[src/lsu_pkg.sv]
// shared types and widths for the load/store unit
package lsu_pkg;

  // data and address width
  localparam int xlen = 32;

  // rv32i memory operations, 3-bit encoding
  typedef enum logic [2:0] {
    op_lb,   // byte, sign extended
    op_lh,   // halfword, sign extended
    op_lw,   // word
    op_lbu,  // byte, zero extended
    op_lhu,  // halfword, zero extended
    op_sb,
    op_sh,
    op_sw
  } mem_op_e;

endpackage

[src/stage_handshake.sv]
`timescale 1ns/1ps

module stage_handshake (
  input  logic clk,
  input  logic reset,
  input  logic input_valid,
  input  logic output_ready,
  input  logic busy,
  output logic unit_ready,
  output logic unit_valid
);

  logic pending;  // stage owns an item, finished or still working on it
  logic accept;

  assign accept = input_valid && unit_ready;

  // item is presented only once the stage stops working on it
  assign unit_valid = pending && !busy;

  // room for a new item when idle and the output slot is free or draining
  assign unit_ready = !busy && (!unit_valid || output_ready);

  always_ff @(posedge clk) begin
    if (reset) begin
      pending <= 1'b0;
    end else if (accept) begin
      pending <= 1'b1;  // also covers accept and hand-off on the same edge
    end else if (unit_valid && output_ready) begin
      pending <= 1'b0;
    end
  end

endmodule

[src/address_stage.sv]
`timescale 1ns/1ps

module address_stage import lsu_pkg::*; (
  input  logic            clk,
  input  logic            reset,
  input  logic            in_valid,
  output logic            in_ready,
  input  mem_op_e         in_op,
  input  logic [xlen-1:0] in_base,
  input  logic [xlen-1:0] in_offset,
  input  logic [xlen-1:0] in_wdata,
  input  logic [4:0]      in_rd,
  output logic            out_valid,
  input  logic            out_ready,
  output mem_op_e         out_op,
  output logic [xlen-1:0] out_ea,
  output logic [xlen-1:0] out_wdata,
  output logic [4:0]      out_rd
);

  logic accept;

  // single cycle stage, never busy
  stage_handshake handshake_inst (
    .clk          (clk),
    .reset        (reset),
    .input_valid  (in_valid),
    .output_ready (out_ready),
    .busy         (1'b0),
    .unit_ready   (in_ready),
    .unit_valid   (out_valid)
  );

  assign accept = in_valid && in_ready;

  always_ff @(posedge clk) begin
    if (accept) begin
      out_op    <= in_op;
      out_ea    <= in_base + in_offset;  // wraps modulo 2^32
      out_wdata <= in_wdata;
      out_rd    <= in_rd;
    end
  end

endmodule

[config.mk]
export PLATFORM = sky130hd
export DESIGN_NAME = address_stage
export DESIGN_NICKNAME = d
export VERILOG_FILES = /design/src/lsu_pkg.sv /design/src/stage_handshake.sv /design/src/address_stage.sv
export SDC_FILE = /design/constraint.sdc
export NUM_CORES = 1
export LEC_CHECK = 0
export ABC_AREA = 1
export BUFFER_PORTS_ARGS = -buffer_cell sky130_fd_sc_hd__buf_2
export CAP_MARGIN = 20
export CORE_MARGIN = 4
export CORE_UTILIZATION = 51
export CTS_BUF_LIST = sky130_fd_sc_hd__clkbuf_8
export DETAILED_ROUTE_END_ITERATION = 8
export PLACE_DENSITY = 0.85
export SLEW_MARGIN = 20
export SYNTH_ARGS = -nofsm -noshare
export SYNTH_HDL_FRONTEND = slang
export SYNTH_SLANG_ARGS = --single-unit
[constraint.sdc]
create_clock -name clk -period 5.7 [get_ports clk]
set_clock_uncertainty 0.2 [all_clocks]
set_input_delay 0.285 -clock clk [delete_from_list [all_inputs] [get_ports clk]]
set_output_delay 0.285 -clock clk [all_outputs]
set_load 0.005 [all_outputs]
==> impl_results.md <==
- Port Buffers: 181
- Largest net degree at the start of global routing: 42
- #FFs+latches synth: 73
- Reg2reg path depth: 3
- Critical-path maximum fanout: 32
- Worst slack at placement: 3200 ps
- Die area: 10600 sq um
- Reg2Reg Capture Point: out_ea[9]
- Post-synthesis compound-gate area fraction: 2.97%
- WP buf/inv: 2
- Synthesis-to-layout area growth: 37.3%
- Simple-Gate Fraction of Synth Area: 28.2%
- Worst setup EP type: flip-flop
- Largest family of logic cells by synthesized area: simple AND/OR/NAND/NOR gates
- Hold/Removal Path Class: in -> reg
- Slowest stage delay, CP: 550 ps
- Peak VDD IR: 0.000168 V
- WL final: 12800 um
- LEAKAGE: 3.45 nW
- Sequential area share after synthesis: 47.6%
- Grt ovf: 0
- CTS buffer count: 9
- Mux cell area share after synthesis: 0%
- # hold bufs at CTS: 41
- Fraction of layout cells with a size suffix above 1: 28.0%
- Critical Path RT: 5480 ps
- Maxcap violations: 0
- Hold endpoint: out_ea[0]
- I/O pin count: 182
- Gpl congestion: 0.910
- Placed Instance Area: 5650 sq um
- Vias in the first global route: 4316
- First-pass GRT wire length: 19800 um
- Pre-Repair DR Iteration Count: 5
- Initial Util: 52.6%
- PnR Total Power: 1.47 mW
- Final setup viols: 0
- Tot GR Track Use: 24.2%
- Worst Max-Slew Pin Slew: 637 ps
- RSZ-0062 raised after global routing: no
- FF/Latch Area: 2180 sq um
- Worst hold path depth: 2
- Min cycle time layout: 2130 ps
- Clock transition at the registers of the reported paths: 80 ps
- # diodes: 0
- WL/cell: 13.9 um
- Final Cell Area: 6300 sq um
- Setup_tns: 0 ps
- Worst Path Class, Setup: reg -> reg
- Min setup slack post-route: 3570 ps
- Hold Vio Cnt, Final: 0
- Clk_lat worst skew: 340 ps
- CTS Buffer Depth: 2
- Synth cell types: 22
- Die X: 103 um
- Status: finished, final reports clean
- Highest clock rate: 469 MHz
- Post-Syn Nets: 712
- Power per Cell Area: 234 nW/um^2
- Via density: 4.78
- Cell Area, Synth: 4590 sq um
- Yosys warning total: 0
- Reg-to-Reg Start: handshake_inst.pending
- Slew Viols, Final: 0
- CTS sink count: 73
- Crit path max-delay family: buffers and inverters
- Slowest stage cell on the critical path: a21oi_4
- DRT iter0 DRCs: 185
- Core ar.: 8720 sq um
- Initial antenna violation count: 0
- PostCTS Resize Cnt: 0
- Die Span Y: 103 um
- Xor and xnor area share after synthesis: 3.05%
- Post-DP HPWL: 9460 um
- Most common cell after layout, fill and taps aside: nand2_1
- Post-CTS Setup Bufs: 0
- # DRC: 0
- CTS H-tree lvls: 3
- Worst path cell trace: a21oi_4, buf_16, buf_4
- Slew HR: 57.5%
- Synthesized instance count: 572
- DR vias: 4393
- Multi-input gate area in the final layout: 1990 sq um
- CTS tree: built
- Mean area per synthesized cell: 8.02 sq um
- Arrival @ worst endpoint: 1920 ps
- Filler cell count: 674
- Post-DRT Antenna Nets: 0
- Reg2Reg Setup Slack: 3570 ps
- CTS Root Cell: clkbuf_8
- Min-delay src: in_offset[0]
- Synth Area in Adders: 8.89%
- Most frequent cells in the layout: nand2_1 (222), buf_2 (181), inv_1 (111)
- Startpoint Class: flip-flop
- Final Cycle Share: 37.4%
- Nets: 947
- # rows: 34
==> metal layers <==
layer / vias up / routed length (um) / global-route usage [%]
met5: - / 0 / 0
met4: 0 / 299 / 7.87
met3: 23 / 1210 / 5.35
met2: 171 / 6360 / 43.7
met1: 1952 / 4950 / 28.4
li1: 2247 / - / -
==> how the worst max path moves through the flow <==
stage / from / endpoint / slack [ps] / depth (start not counted)
CTS: handshake_inst.pending / out_ea[9] / 3260 / 2
global route: handshake_inst.pending / out_ea[9] / 3430 / 3
global placement: out_ready / out_ea[6] / 3260 / 4
detailed placement: out_ready / out_ea[6] / 3200 / 4
finish: handshake_inst.pending / out_ea[9] / 3570 / 3
floorplan: handshake_inst.pending / out_ea[0] / 1130 / 1
==> power by group <==
part           internal, mW  switching (mW)  total (mW)
Sequential            0.652          0.0128       0.665
Clock                 0.228           0.200       0.429
Combinational         0.162           0.216       0.378
==> registers in the layout, indices dropped and copies added (netlist names) <==
register,count
out_ea,32
out_rd,5
handshake_inst.pending,1
out_op,3
out_wdata,32
==> cell usage after synthesis <==
| cell type | n | share of area, % |
|---|---|---|
| a21o_1 | 1 | 0.16 |
| a21oi_1 | 21 | 2.3 |
| a21oi_2 | 1 | 0.19 |
| dfxtp_1 | 1 | 0.44 |
| edfxtp_1 | 72 | 47 |
| fa_1 | 1 | 0.44 |
| ha_1 | 31 | 8.5 |
| inv_1 | 111 | 9.1 |
| inv_2 | 3 | 0.25 |
| nand2_1 | 222 | 18 |
| nand2_2 | 14 | 1.9 |
| nand3_1 | 23 | 2.5 |
| nand3_2 | 4 | 0.87 |
| nand4_1 | 3 | 0.41 |
| nor2_1 | 38 | 3.1 |
| nor2_2 | 2 | 0.27 |
| nor3_1 | 3 | 0.33 |
| nor3_2 | 2 | 0.44 |
| o21bai_1 | 2 | 0.33 |
| or2_4 | 1 | 0.19 |
| xnor2_1 | 2 | 0.38 |
| xor2_1 | 14 | 2.7 |
==> cells by family (layout without fill, tap and decap cells) <==
family	Yosys count	in the layout
and+or+nand+nor	312	312
AOI/OAI and AO/OA	25	25
adders and majority gates	32	32
DFF	73	73
xor gates and xnor gates	16	16
buffers and inverters	114	354
==> final cells by class <==
class | count | share of cell area [%]
sequential | 73 | 34.6
multi-input combinational | 385 | 31.6
timing repair buffer | 224 | 21.4
inverter | 114 | 6.79
clock buffer | 11 | 2.40
tap | 108 | 2.14
clock inverter | 5 | 0.993
==> through the flow <==
stage | std cells | hold slack, ps | util (%)
floorplan | 572 | 154 | -
global placement | 862 | 239 | 64.8
detailed placement | 862 | 244 | 64.8
CTS | 919 | 15.0 | 71.9
global route | 920 | 32.8 | 72.2
finish | 920 | 26.5 | 72.2
==> worst reg2reg max path: stages (launching register included) <==
cell and delay [ps]:
dfxtp_1 350, a21oi_4 550, buf_16 250, buf_4 420
(Power assumes the default switching activity.)
