==> config.mk <==
export PLATFORM = sky130hd
export DESIGN_NAME = writeback_stage
export DESIGN_NICKNAME = d
export VERILOG_FILES = /design/src/lsu_pkg.sv /design/src/stage_handshake.sv /design/src/writeback_stage.sv
export SDC_FILE = /design/constraint.sdc
export NUM_CORES = 1
export LEC_CHECK = 0
export ABC_AREA = 1
export BUFFER_PORTS_ARGS = -buffer_cell sky130_fd_sc_hd__buf_2
export CAP_MARGIN = 20
export CORE_MARGIN = 5
export CORE_UTILIZATION = 40
export DETAILED_ROUTE_END_ITERATION = 8
export PLACE_DENSITY = 0.6
export SLEW_MARGIN = 20
export SYNTH_ARGS = -nofsm -noshare
export SYNTH_HDL_FRONTEND = slang
export SYNTH_SLANG_ARGS = --single-unit
==> constraint.sdc <==
create_clock -name clk -period 2.5 [get_ports clk]
set_input_delay 0.375 -clock clk [delete_from_list [all_inputs] [get_ports clk]]
set_output_delay 0.375 -clock clk [all_outputs]
set_load 0.05 [all_outputs]
==> src/lsu_pkg.sv <==
// shared types and widths for the load/store unit
package lsu_pkg;

  // data and address width
  localparam int xlen = 32;

  // rv32i memory operations, 3-bit encoding
  typedef enum logic [2:0] {
    op_lb,   // byte, sign extended
    op_lh,   // halfword, sign extended
    op_lw,   // word
    op_lbu,  // byte, zero extended
    op_lhu,  // halfword, zero extended
    op_sb,
    op_sh,
    op_sw
  } mem_op_e;

endpackage

==> src/stage_handshake.sv <==
`timescale 1ns/1ps

module stage_handshake (
  input  logic clk,
  input  logic reset,
  input  logic input_valid,
  input  logic output_ready,
  input  logic busy,
  output logic unit_ready,
  output logic unit_valid
);

  logic pending;  // stage owns an item, finished or still working on it
  logic accept;

  assign accept = input_valid && unit_ready;

  // item is presented only once the stage stops working on it
  assign unit_valid = pending && !busy;

  // room for a new item when idle and the output slot is free or draining
  assign unit_ready = !busy && (!unit_valid || output_ready);

  always_ff @(posedge clk) begin
    if (reset) begin
      pending <= 1'b0;
    end else if (accept) begin
      pending <= 1'b1;  // also covers accept and hand-off on the same edge
    end else if (unit_valid && output_ready) begin
      pending <= 1'b0;
    end
  end

endmodule

==> src/writeback_stage.sv <==
`timescale 1ns/1ps

module writeback_stage import lsu_pkg::*; (
  input  logic            clk,
  input  logic            reset,
  input  logic            in_valid,
  output logic            in_ready,
  input  mem_op_e         in_op,
  input  logic [4:0]      in_rd,
  input  logic [xlen-1:0] in_data,
  output logic            commit_valid,
  input  logic            commit_ready,
  output logic [4:0]      commit_rd,
  output logic [xlen-1:0] commit_data,
  input  logic [4:0]      rf_raddr,
  output logic [xlen-1:0] rf_rdata
);

  logic [xlen-1:0] regs [32];
  logic            is_load;
  logic            take_load;

  assign is_load = in_op inside {op_lb, op_lh, op_lw, op_lbu, op_lhu};

  // stores pass the handshake as accepted but never become a commit
  stage_handshake handshake_inst (
    .clk          (clk),
    .reset        (reset),
    .input_valid  (in_valid && is_load),
    .output_ready (commit_ready),
    .busy         (1'b0),
    .unit_ready   (in_ready),
    .unit_valid   (commit_valid)
  );

  assign take_load = in_valid && in_ready && is_load;

  always_ff @(posedge clk) begin
    if (take_load) begin
      commit_rd   <= in_rd;
      commit_data <= in_data;
    end
  end

  // register file, x0 never written
  always_ff @(posedge clk) begin
    if (reset) begin
      for (int i = 0; i < 32; i++) begin
        regs[i] <= '0;
      end
    end else if (commit_valid && commit_ready && commit_rd != 5'd0) begin
      regs[commit_rd] <= commit_data;
    end
  end

  assign rf_rdata = regs[rf_raddr];

endmodule

==> impl_metrics.env <==
export IMPL_run_status="finished clean"
export IMPL_yosys_warnings=0
export IMPL_synthXorXnorAreaFrac_pct=0
export IMPL_finalInstanceArea_mm2=0.0552
export IMPL_cellPowerDensity_mw_per_mm2=734
export IMPL_syn_area_mm2=0.0474
export IMPL_die_h_um=354
export IMPL_row_count=126
export IMPL_drtAntennaViolNets=0
export IMPL_cts_num_sinks=1062
export IMPL_antenna_found_initial=0
export IMPL_finalWeightedCongestion=0.830
export IMPL_wl_mm=144
export IMPL_synth_top_area_share_pct=67.2
export IMPL_cp_data_arrival_time_ns=2.06
export IMPL_ir_worst_vdd_uv=543
export IMPL_grt_pass1_vias=34352
export IMPL_grt_setup_unrepaired="yes"
export IMPL_synth_simple_gate_area_share_pct=28.1
export IMPL_setup_viol=0
export IMPL_netlist_instances=4802
export IMPL_grt_pass1_wl_mm=216
export IMPL_htree_levels=3
export IMPL_grt_max_degree=65
export IMPL_worstPathMaxFanout=33
export IMPL_cts_root_buffer="clkbuf_16"
export IMPL_clk_pin_slew_ns=0.06
export IMPL_viasPerCell=5.37
export IMPL_drc=0
export IMPL_worstPathRequired_ns=2.12
export IMPL_criticalPathCategory="in -> out"
export IMPL_dp_hpwl_mm=84.1
export IMPL_die_area_mm2=0.125
export IMPL_num_vias=35106
export IMPL_cap_viol_max_count=0
export IMPL_max_slew_worst_pin_slew_ns=0.650
export IMPL_drtIter0Drc=3709
export IMPL_period_needed_ns=2.43
export IMPL_ios=120
export IMPL_ys_seq_area_share_pct=67.3
export IMPL_layout_setup_ws_ns=0.0677
export IMPL_fmax_mhz=411
export IMPL_initial_core_util_pct=40.2
export IMPL_synth_area_leader_cell="edfxtp_1"
export IMPL_crit_path_end_kind="output port"
export IMPL_portBuffers=119
export IMPL_skew_ns=0.0326
export IMPL_yosys_area_share_adder_pct=0
export IMPL_start_kind="primary input"
export IMPL_clk_latency_ns=0.72
export IMPL_cts_made_buffers=114
export IMPL_core_mm2=0.118
export IMPL_max_slew_margin_pct=56.7
export IMPL_globalRouteTotalUtil_pct=22.5
export IMPL_drive_above_1_share_pct=11.3
export IMPL_cts_tree="yes"
export IMPL_synth_area_leaders="edfxtp_1, nand2_1, nand3_1, nor2_1, clkbuf_1"
export IMPL_dpl_worst_slack_ns=-0.0566
export IMPL_hold_class="in -> reg"
export IMPL_syn_avg_cell_area_um2=9.87
export IMPL_dr_pass1_iters=6
export IMPL_leakage_nw=22.3
export IMPL_nets=4963
export IMPL_synth_top_family_by_area="simple AND/OR/NAND/NOR gates"
export IMPL_fin_crit_sh_pct=97.3
export IMPL_synthMuxAreaShare_pct=0
export IMPL_cts_buffer_depth=3
export IMPL_die_w_um=354
export IMPL_wl_per_cell_um=22.0
export IMPL_hold_violations=0
export IMPL_synth_compound_area_share_pct=0.0396
export IMPL_gr_total_overflow=0
export IMPL_synth_seq_cells=1062
export IMPL_yosys_cell_types_count=19
export IMPL_syn_to_final_growth_pct=16.5
export IMPL_final_max_slew_viol_count=0
export IMPL_postPlaceCellArea_mm2=0.0511
export IMPL_antenna_cells=0
## area by class of cell
| class | count | area [um^2] |
|---|---|---|
| Tap cell | 1536 | 1920 |
| Inverter | 44 | 183 |
| Fill cell | 10839 | 62700 |
| Timing Repair Buffer | 376 | 4060 |
| Clock buffer | 133 | 2970 |
| Clock inverter | 75 | 549 |
| Multi-Input combinational cell | 3316 | 13700 |
| Sequential cell | 1062 | 31900 |
## cells in the mapped netlist, drive strengths merged
cell type / count
dfxtp: 1
conb: 1
clkbuf: 251
a21oi: 1
edfxtp: 1061
nand2: 1505
a21o: 1
nor2: 997
nand3: 769
inv: 44
o21ai: 1
nor4: 1
buf: 160
nor3: 9
## flip-flops by register name, indices dropped and copies added (netlist names)
register / count
handshake_inst.pending: 1
regs: 1024
commit_rd: 5
commit_data: 32
## metrics by stage
step / hold WS, ns / total power, W / utilization (%) / setup TNS, ns / instances
final: 0.302 / 0.0406 / 46.8 / 0 / 6542
after global routing: 0.304 / 0.0418 / 46.8 / -0.0191 / 6542
after global placement: 0.552 / 0.0246 / 43.3 / -0.0379 / 6293
after CTS: 0.280 / 0.0407 / 46.7 / 0 / 6540
after floorplan: 0.444 / 0.0229 / - / 0 / 4833
after detailed placement: 0.553 / 0.0246 / 43.3 / -0.0566 / 6293
## where the power goes
part	internal, W	leakage [nW]	switching [W]
Combinational	0.00116	9.73	0.00278
Sequential	0.0202	10.9	0.000193
Clock	0.00921	1.72	0.00700
## layer usage
metal / up-vias / share of wire [%] / global-route usage (%)
li1: 16151 / - / -
met1: 17185 / 41 / 30.2
met2: 1501 / 48 / 37.8
met3: 269 / 7.6 / 3.18
met4: 0 / 3.5 / 7.42
met5: - / 0 / 0
## critical path, stage by stage
cell and delay (ns):
buf_8 0.13, inv_8 0.12, buf_16 0.23, buf_16 0.20, nand2_1 0.07, nand3_1 0.07
nand3_1 0.14, nand2_1 0.11, nand2_1 0.09, nand2_1 0.09, nand2_1 0.06, nand2_2 0.15
buf_12 0.16
## cells in the final DEF (no fill, tap or decap), drive strengths merged
master,netlist,final
buf,160,331
clkbuf,251,139
dfxtp,1,1
o21ai,1,1
nor3,9,9
bufinv,0,8
clkinv,0,63
edfxtp,1061,1061
nand2,1505,1505
nor4,1,1
a21o,1,1
conb,1,32
a21oi,1,1
clkinvlp,0,2
dlygate4sd3,0,39
nor2,997,997
inv,44,46
nand3,769,769
## kinds of logic after synthesis
| family | after synthesis |
|---|---|
| flip-flops | 1062 |
| AO/OA/AOI/OAI | 3 |
| buffers and inverters | 455 |
| other | 1 |
| AND/OR/NAND/NOR | 3281 |
## final timing paths
| path | slack, ns | from | end | cells past startpoint |
|---|---|---|---|---|
| hold / removal | 0.30 | reset | regs[0][2]$_SDFFCE_PN0P_ | 2 |
| setup reg to reg | 0.21 | commit_rd[3]$_DFFE_PP_ | regs[14][12]$_SDFFCE_PN0P_ | 5 |
| setup / recovery | 0.07 | rf_raddr[0] | rf_rdata[18] | 13 |
| hold reg to reg | 0.83 | commit_data[2]$_DFFE_PP_ | regs[16][2]$_SDFFCE_PN0P_ | 2 |
## timing repair
action                                  in CTS  in global routing
endpoints found under the setup margin      16                 26
cloned                                       0                  2
hold buffers                                39                  0
gates resized for setup                     19                 47
setup buffers                                0                  0
endpoints found under the hold margin       38                  0
Power figures use the tool's default switching activity.
