==> config.mk <==
export PLATFORM = sky130hd
export DESIGN_NAME = accessor
export DESIGN_NICKNAME = d
export VERILOG_FILES = /design/src/lsu_pkg.sv /design/src/stage_handshake.sv /design/src/accessor.sv
export SDC_FILE = /design/constraint.sdc
export NUM_CORES = 1
export LEC_CHECK = 0
export ABC_CLOCK_PERIOD_IN_PS = 4500
export BUFFER_PORTS_ARGS = -buffer_cell sky130_fd_sc_hd__buf_2
export CAP_MARGIN = 0
export CORE_MARGIN = 3
export CORE_UTILIZATION = 48
export CTS_CLUSTER_DIAMETER = 120
export CTS_CLUSTER_SIZE = 16
export DETAILED_ROUTE_END_ITERATION = 10
export GPL_TIMING_DRIVEN = 0
export MAX_ROUTING_LAYER = met4
export PLACE_DENSITY = 0.81
export SLEW_MARGIN = 40
export SYNTH_ARGS = -nofsm -noshare
export SYNTH_HDL_FRONTEND = slang
export SYNTH_SLANG_ARGS = --single-unit
==> constraint.sdc <==
create_clock -name clk -period 4.5 [get_ports clk]
set_input_delay 0.45 -clock clk [delete_from_list [all_inputs] [get_ports clk]]
set_output_delay 0.45 -clock clk [all_outputs]
set_load 0.02 [all_outputs]
==> src/lsu_pkg.sv <==
// shared types and widths for the load/store unit
package lsu_pkg;

  // data and address width
  localparam int xlen = 32;

  // rv32i memory operations, 3-bit encoding
  typedef enum logic [2:0] {
    op_lb,   // byte, sign extended
    op_lh,   // halfword, sign extended
    op_lw,   // word
    op_lbu,  // byte, zero extended
    op_lhu,  // halfword, zero extended
    op_sb,
    op_sh,
    op_sw
  } mem_op_e;

endpackage

==> src/stage_handshake.sv <==
`timescale 1ns/1ps

module stage_handshake (
  input  logic clk,
  input  logic reset,
  input  logic input_valid,
  input  logic output_ready,
  input  logic busy,
  output logic unit_ready,
  output logic unit_valid
);

  logic pending;  // stage owns an item, finished or still working on it
  logic accept;

  assign accept = input_valid && unit_ready;

  // item is presented only once the stage stops working on it
  assign unit_valid = pending && !busy;

  // room for a new item when idle and the output slot is free or draining
  assign unit_ready = !busy && (!unit_valid || output_ready);

  always_ff @(posedge clk) begin
    if (reset) begin
      pending <= 1'b0;
    end else if (accept) begin
      pending <= 1'b1;  // also covers accept and hand-off on the same edge
    end else if (unit_valid && output_ready) begin
      pending <= 1'b0;
    end
  end

endmodule

==> src/accessor.sv <==
`timescale 1ns/1ps

module accessor import lsu_pkg::*; (
  input  logic            clk,
  input  logic            reset,
  input  logic            in_valid,
  output logic            in_ready,
  input  mem_op_e         in_op,
  input  logic [xlen-1:0] in_ea,
  input  logic [xlen-1:0] in_wdata,
  input  logic [4:0]      in_rd,
  output logic            mem_req,
  input  logic            mem_ack,
  output logic [xlen-1:0] mem_addr,
  output logic [xlen-1:0] mem_wdata,
  output logic [3:0]      mem_wstrb,
  input  logic [xlen-1:0] mem_rdata,
  output logic            out_valid,
  input  logic            out_ready,
  output mem_op_e         out_op,
  output logic [4:0]      out_rd,
  output logic [xlen-1:0] out_data
);

  typedef enum logic [1:0] {
    idle,
    load,
    store
  } state_e;

  state_e          state;
  logic            busy;
  logic            accept;
  logic            is_store;
  logic [1:0]      byte_off;    // low address bits of the pending access
  logic [3:0]      store_strb;
  logic [xlen-1:0] store_data;
  logic [xlen-1:0] byte_sel;
  logic [xlen-1:0] half_sel;
  logic [xlen-1:0] load_data;

  assign busy = (state != idle);  // memory request in flight

  stage_handshake handshake_inst (
    .clk          (clk),
    .reset        (reset),
    .input_valid  (in_valid),
    .output_ready (out_ready),
    .busy         (busy),
    .unit_ready   (in_ready),
    .unit_valid   (out_valid)
  );

  assign accept   = in_valid && in_ready;
  assign is_store = in_op inside {op_sb, op_sh, op_sw};

  // strobes and replicated write data, loads leave strobes at zero
  always_comb begin
    store_strb = 4'b0000;
    store_data = in_wdata;
    case (in_op)
      op_sb: begin
        store_strb = 4'b0001 << in_ea[1:0];
        store_data = {(xlen / 8){in_wdata[7:0]}};
      end
      op_sh: begin
        store_strb = in_ea[1] ? 4'b1100 : 4'b0011;  // bit 0 ignored
        store_data = {(xlen / 16){in_wdata[15:0]}};
      end
      op_sw: store_strb = 4'b1111;
      default: ;
    endcase
  end

  // move the addressed byte or halfword down to bit 0
  assign byte_sel = mem_rdata >> {byte_off, 3'b000};
  assign half_sel = mem_rdata >> {byte_off[1], 4'b0000};

  always_comb begin
    case (out_op)
      op_lb:   load_data = {{(xlen - 8){byte_sel[7]}}, byte_sel[7:0]};
      op_lbu:  load_data = {{(xlen - 8){1'b0}}, byte_sel[7:0]};
      op_lh:   load_data = {{(xlen - 16){half_sel[15]}}, half_sel[15:0]};
      op_lhu:  load_data = {{(xlen - 16){1'b0}}, half_sel[15:0]};
      default: load_data = mem_rdata;  // lw
    endcase
  end

  // control
  always_ff @(posedge clk) begin
    if (reset) begin
      state     <= idle;
      mem_req   <= 1'b0;
      mem_wstrb <= 4'b0000;
    end else begin
      case (state)
        idle: begin
          if (accept) begin
            mem_req   <= 1'b1;  // request starts next cycle
            mem_wstrb <= store_strb;
            state     <= is_store ? store : load;
          end
        end
        load, store: begin
          if (mem_ack) begin
            mem_req   <= 1'b0;
            mem_wstrb <= 4'b0000;
            state     <= idle;
          end
        end
        default: state <= idle;
      endcase
    end
  end

  // request payload and result
  always_ff @(posedge clk) begin
    if (accept) begin
      out_op    <= in_op;
      out_rd    <= in_rd;
      byte_off  <= in_ea[1:0];
      mem_addr  <= {in_ea[xlen-1:2], 2'b00};  // always word aligned
      mem_wdata <= store_data;
    end
    if (mem_ack && state == load) begin
      out_data <= load_data;
    end
  end

endmodule

==> results.sh <==
export IMPL_status="completed"
export IMPL_total_power_uw=2410
export IMPL_postLayoutCoreUtil=0.650
export IMPL_antenna_left=0
export IMPL_cp_max_fo=42
export IMPL_cts_sinks=112
export IMPL_grt_max_degree=43
export IMPL_max_slew_margin=0.439
export IMPL_crit_arrival_ns=2.48
export IMPL_die_area_um2=11800
export IMPL_cap_violations=0
export IMPL_finalInstanceArea_um2=6530
export IMPL_vias=4075
export IMPL_synthCells=397
export IMPL_worstSkewPairLatency_ns=0.36
export IMPL_max_stage_delay_ns=0.51
export IMPL_critPathRequiredTime_ns=4.79
export IMPL_yosys_area_share_simple=0.0998
export IMPL_worst_setup_path_type="reg -> reg"
export IMPL_antennaDiodeCount=0
export IMPL_track_usage=0.219
export IMPL_critPathBufInv=3
export IMPL_synth_main_ff_cell="edfxtp_1"
export IMPL_layout_commonest_cell="buf_2"
export IMPL_finalSetupViolCount=0
export IMPL_fin_crit_sh=0.485
export IMPL_register_area_um2=3280
export IMPL_nets=737
export IMPL_cp_start_kind="flop"
export IMPL_post_cts_setup_buffers=0
export IMPL_cpMaxStageDelayCell="clkbuf_4"
export IMPL_grt_pass1_vias=3810
export IMPL_cts_resized=0
export IMPL_routed_wl_um=13100
export IMPL_coreArea_um2=10000
export IMPL_most_common_layout_cells="buf_2 (223), edfxtp_1 (104), nand2_1 (48)"
export IMPL_area_growth_pct=28.7
export IMPL_rsz0062_at_grt="false"
export IMPL_rr_startpoint="state[1]"
export IMPL_timing_reg2reg_setup_slack_ns=2.32
export IMPL_viasPerCell=5.34
export IMPL_path_common_cell="and2_1"
export IMPL_ys_warn_count=0
export IMPL_crit_chain="inv_1 > ha_1 > and2_1 > and2_1 > clkbuf_4 > buf_12 > nand4_1 > a21oi_1"
export IMPL_ff2ff_path_depth=8
export IMPL_fin_tns_setup_ns=0
export IMPL_min_path_cells=1
export IMPL_final_layout_size_suffix_gt1_frac=0.427
export IMPL_synth_edf_count=104
export IMPL_hold_viol_final=0
export IMPL_yosysUniqueCellTypes=54
export IMPL_holdBufCountCts=0
export IMPL_postSynthAreaPerCell_um2=12.8
export IMPL_fp_dieH_um=109
export IMPL_yosys_mux_area_fraction=0.0466
export IMPL_synth_xor_area_frac=0.00887
export IMPL_skew_ns=0.0123
export IMPL_power_density_nw_per_um2=369
export IMPL_cp_end_kind="flop"
export IMPL_antenna_found_initial=0
export IMPL_hpwl_um=10100
export IMPL_critPathTopFamily="buffers and inverters"
export IMPL_nFillCells=755
export IMPL_synth_compound_area_share=0.145
export IMPL_place_congestion=0.846
export IMPL_multi_input_area_um2=1560
export IMPL_clock_path_buffers=2
export IMPL_rows=36
export IMPL_ys_seq_elements=112
export IMPL_synth_cell_area_um2=5080
export IMPL_detail_route_iter0_violations=292
export IMPL_h_tree_depth=3
export IMPL_initial_utilization=0.505
export IMPL_critPathLaunch="state[1]"
export IMPL_ys_seq_area_frac=0.647
export IMPL_place_area_um2=6350
export IMPL_dr_pass1_iters=5
export IMPL_post_route_drc_count=0
export IMPL_p_leak_uw=0.00286
export IMPL_path_depth=8
export IMPL_hp_class="in -> reg"
export IMPL_grt_overflow_total=0
export IMPL_vdd_drop_max_mv=0.199
export IMPL_worst_pin_slew_ns=0.833
export IMPL_synth_adder_area_share=0.00493
export IMPL_wl_per_cell_um=17.2
export IMPL_drv_slew=0
export IMPL_min_period_ns=2.18
export IMPL_synthArstFlopShare=0
export IMPL_cts_made_buffers=9
export IMPL_grt_pass1_wl_um=19400
export IMPL_numPortBuffers=216
export IMPL_pin_count=220
export IMPL_cts_tree="done"
export IMPL_max_freq_ghz=0.458
export IMPL_die_x_um=109
export IMPL_cts_root_buffer="clkbuf_8"
export IMPL_synth_top_family_by_area="compound AO/OA/AOI/OAI gates"
export IMPL_hold_start="in_ea[29]"
export IMPL_clk_pin_slew_ns=0.11
cells by family (layout without fill, tap and decap cells):
family,after synthesis,count (layout)
AND/OR/NAND/NOR,106,106
buffers and inverters,49,281
flip-flops,112,112
adder cells (fa/ha/maj),2,2
AO/OA/AOI/OAI,105,105
XOR/XNOR,3,3
multiplexers,19,19
other,1,2
stage by stage:
stage,hold slack (ns),std cells,setup WS (ns)
final,0.253,763,2.32
after global routing,0.230,763,2.13
after detailed placement,0.468,748,2.31
after global placement,0.456,747,0.239
after CTS,0.235,763,2.29
after floorplan,0.450,398,1.09
synthesized netlist by cell type (3+ instances only):
cell type,n,area share
a21oi_1,23,0.023
buf_2,7,0.0069
a211oi_1,6,0.0089
nor3_1,3,0.0030
buf_6,4,0.0089
edfxtp_1,104,0.62
nand4_1,4,0.0049
o21ai_0,29,0.029
nand2_1,48,0.035
nor2_1,21,0.016
clkbuf_1,8,0.0059
mux2_4,4,0.012
a31oi_1,9,0.011
o22ai_1,10,0.012
and2_1,5,0.0062
dfxtp_1,8,0.032
a221oi_2,4,0.012
buf_4,4,0.0059
nand2b_1,13,0.016
inv_1,23,0.017
o22a_1,8,0.014
mux2i_1,12,0.024
layer usage:
layer	wire length (µm)	GRT usage
met2	6670	0.353
met5	0	-
met3	1090	0.0367
met1	5080	0.282
met4	240	0.0784
power breakdown:
group          total, µW  leakage, µW  internal [µW]  switching (µW)
Sequential          1280      0.00105           1260            24.9
Combinational        575      0.00172            209             367
Clock                550    0.0000928            209             341
state kept, by name, summed over array words and instances, names as in the netlist:
signal,flops
out_op,3
mem_wdata,32
mem_addr,30
handshake_inst.pending,1
state,2
mem_req,1
out_rd,5
out_data,32
byte_off,2
mem_wstrb,4
layout make-up:
| class | instances | share of cell area |
|---|---|---|
| Timing Repair Buffer | 217 | 0.169 |
| Buffer | 25 | 0.0232 |
| Inverter | 24 | 0.0138 |
| Sequential cell | 112 | 0.503 |
| Tap cell | 133 | 0.0255 |
| Clock inverter | 6 | 0.00862 |
| Clock buffer | 9 | 0.0190 |
| Multi-Input combinational cell | 237 | 0.239 |
path summary, 6_finish.rpt:
check / to
max: mem_wstrb[0]
min: mem_addr[29]
max reg2reg: mem_wstrb[0]
min reg2reg: mem_wstrb[2]
Power figures use the tool's default switching activity.
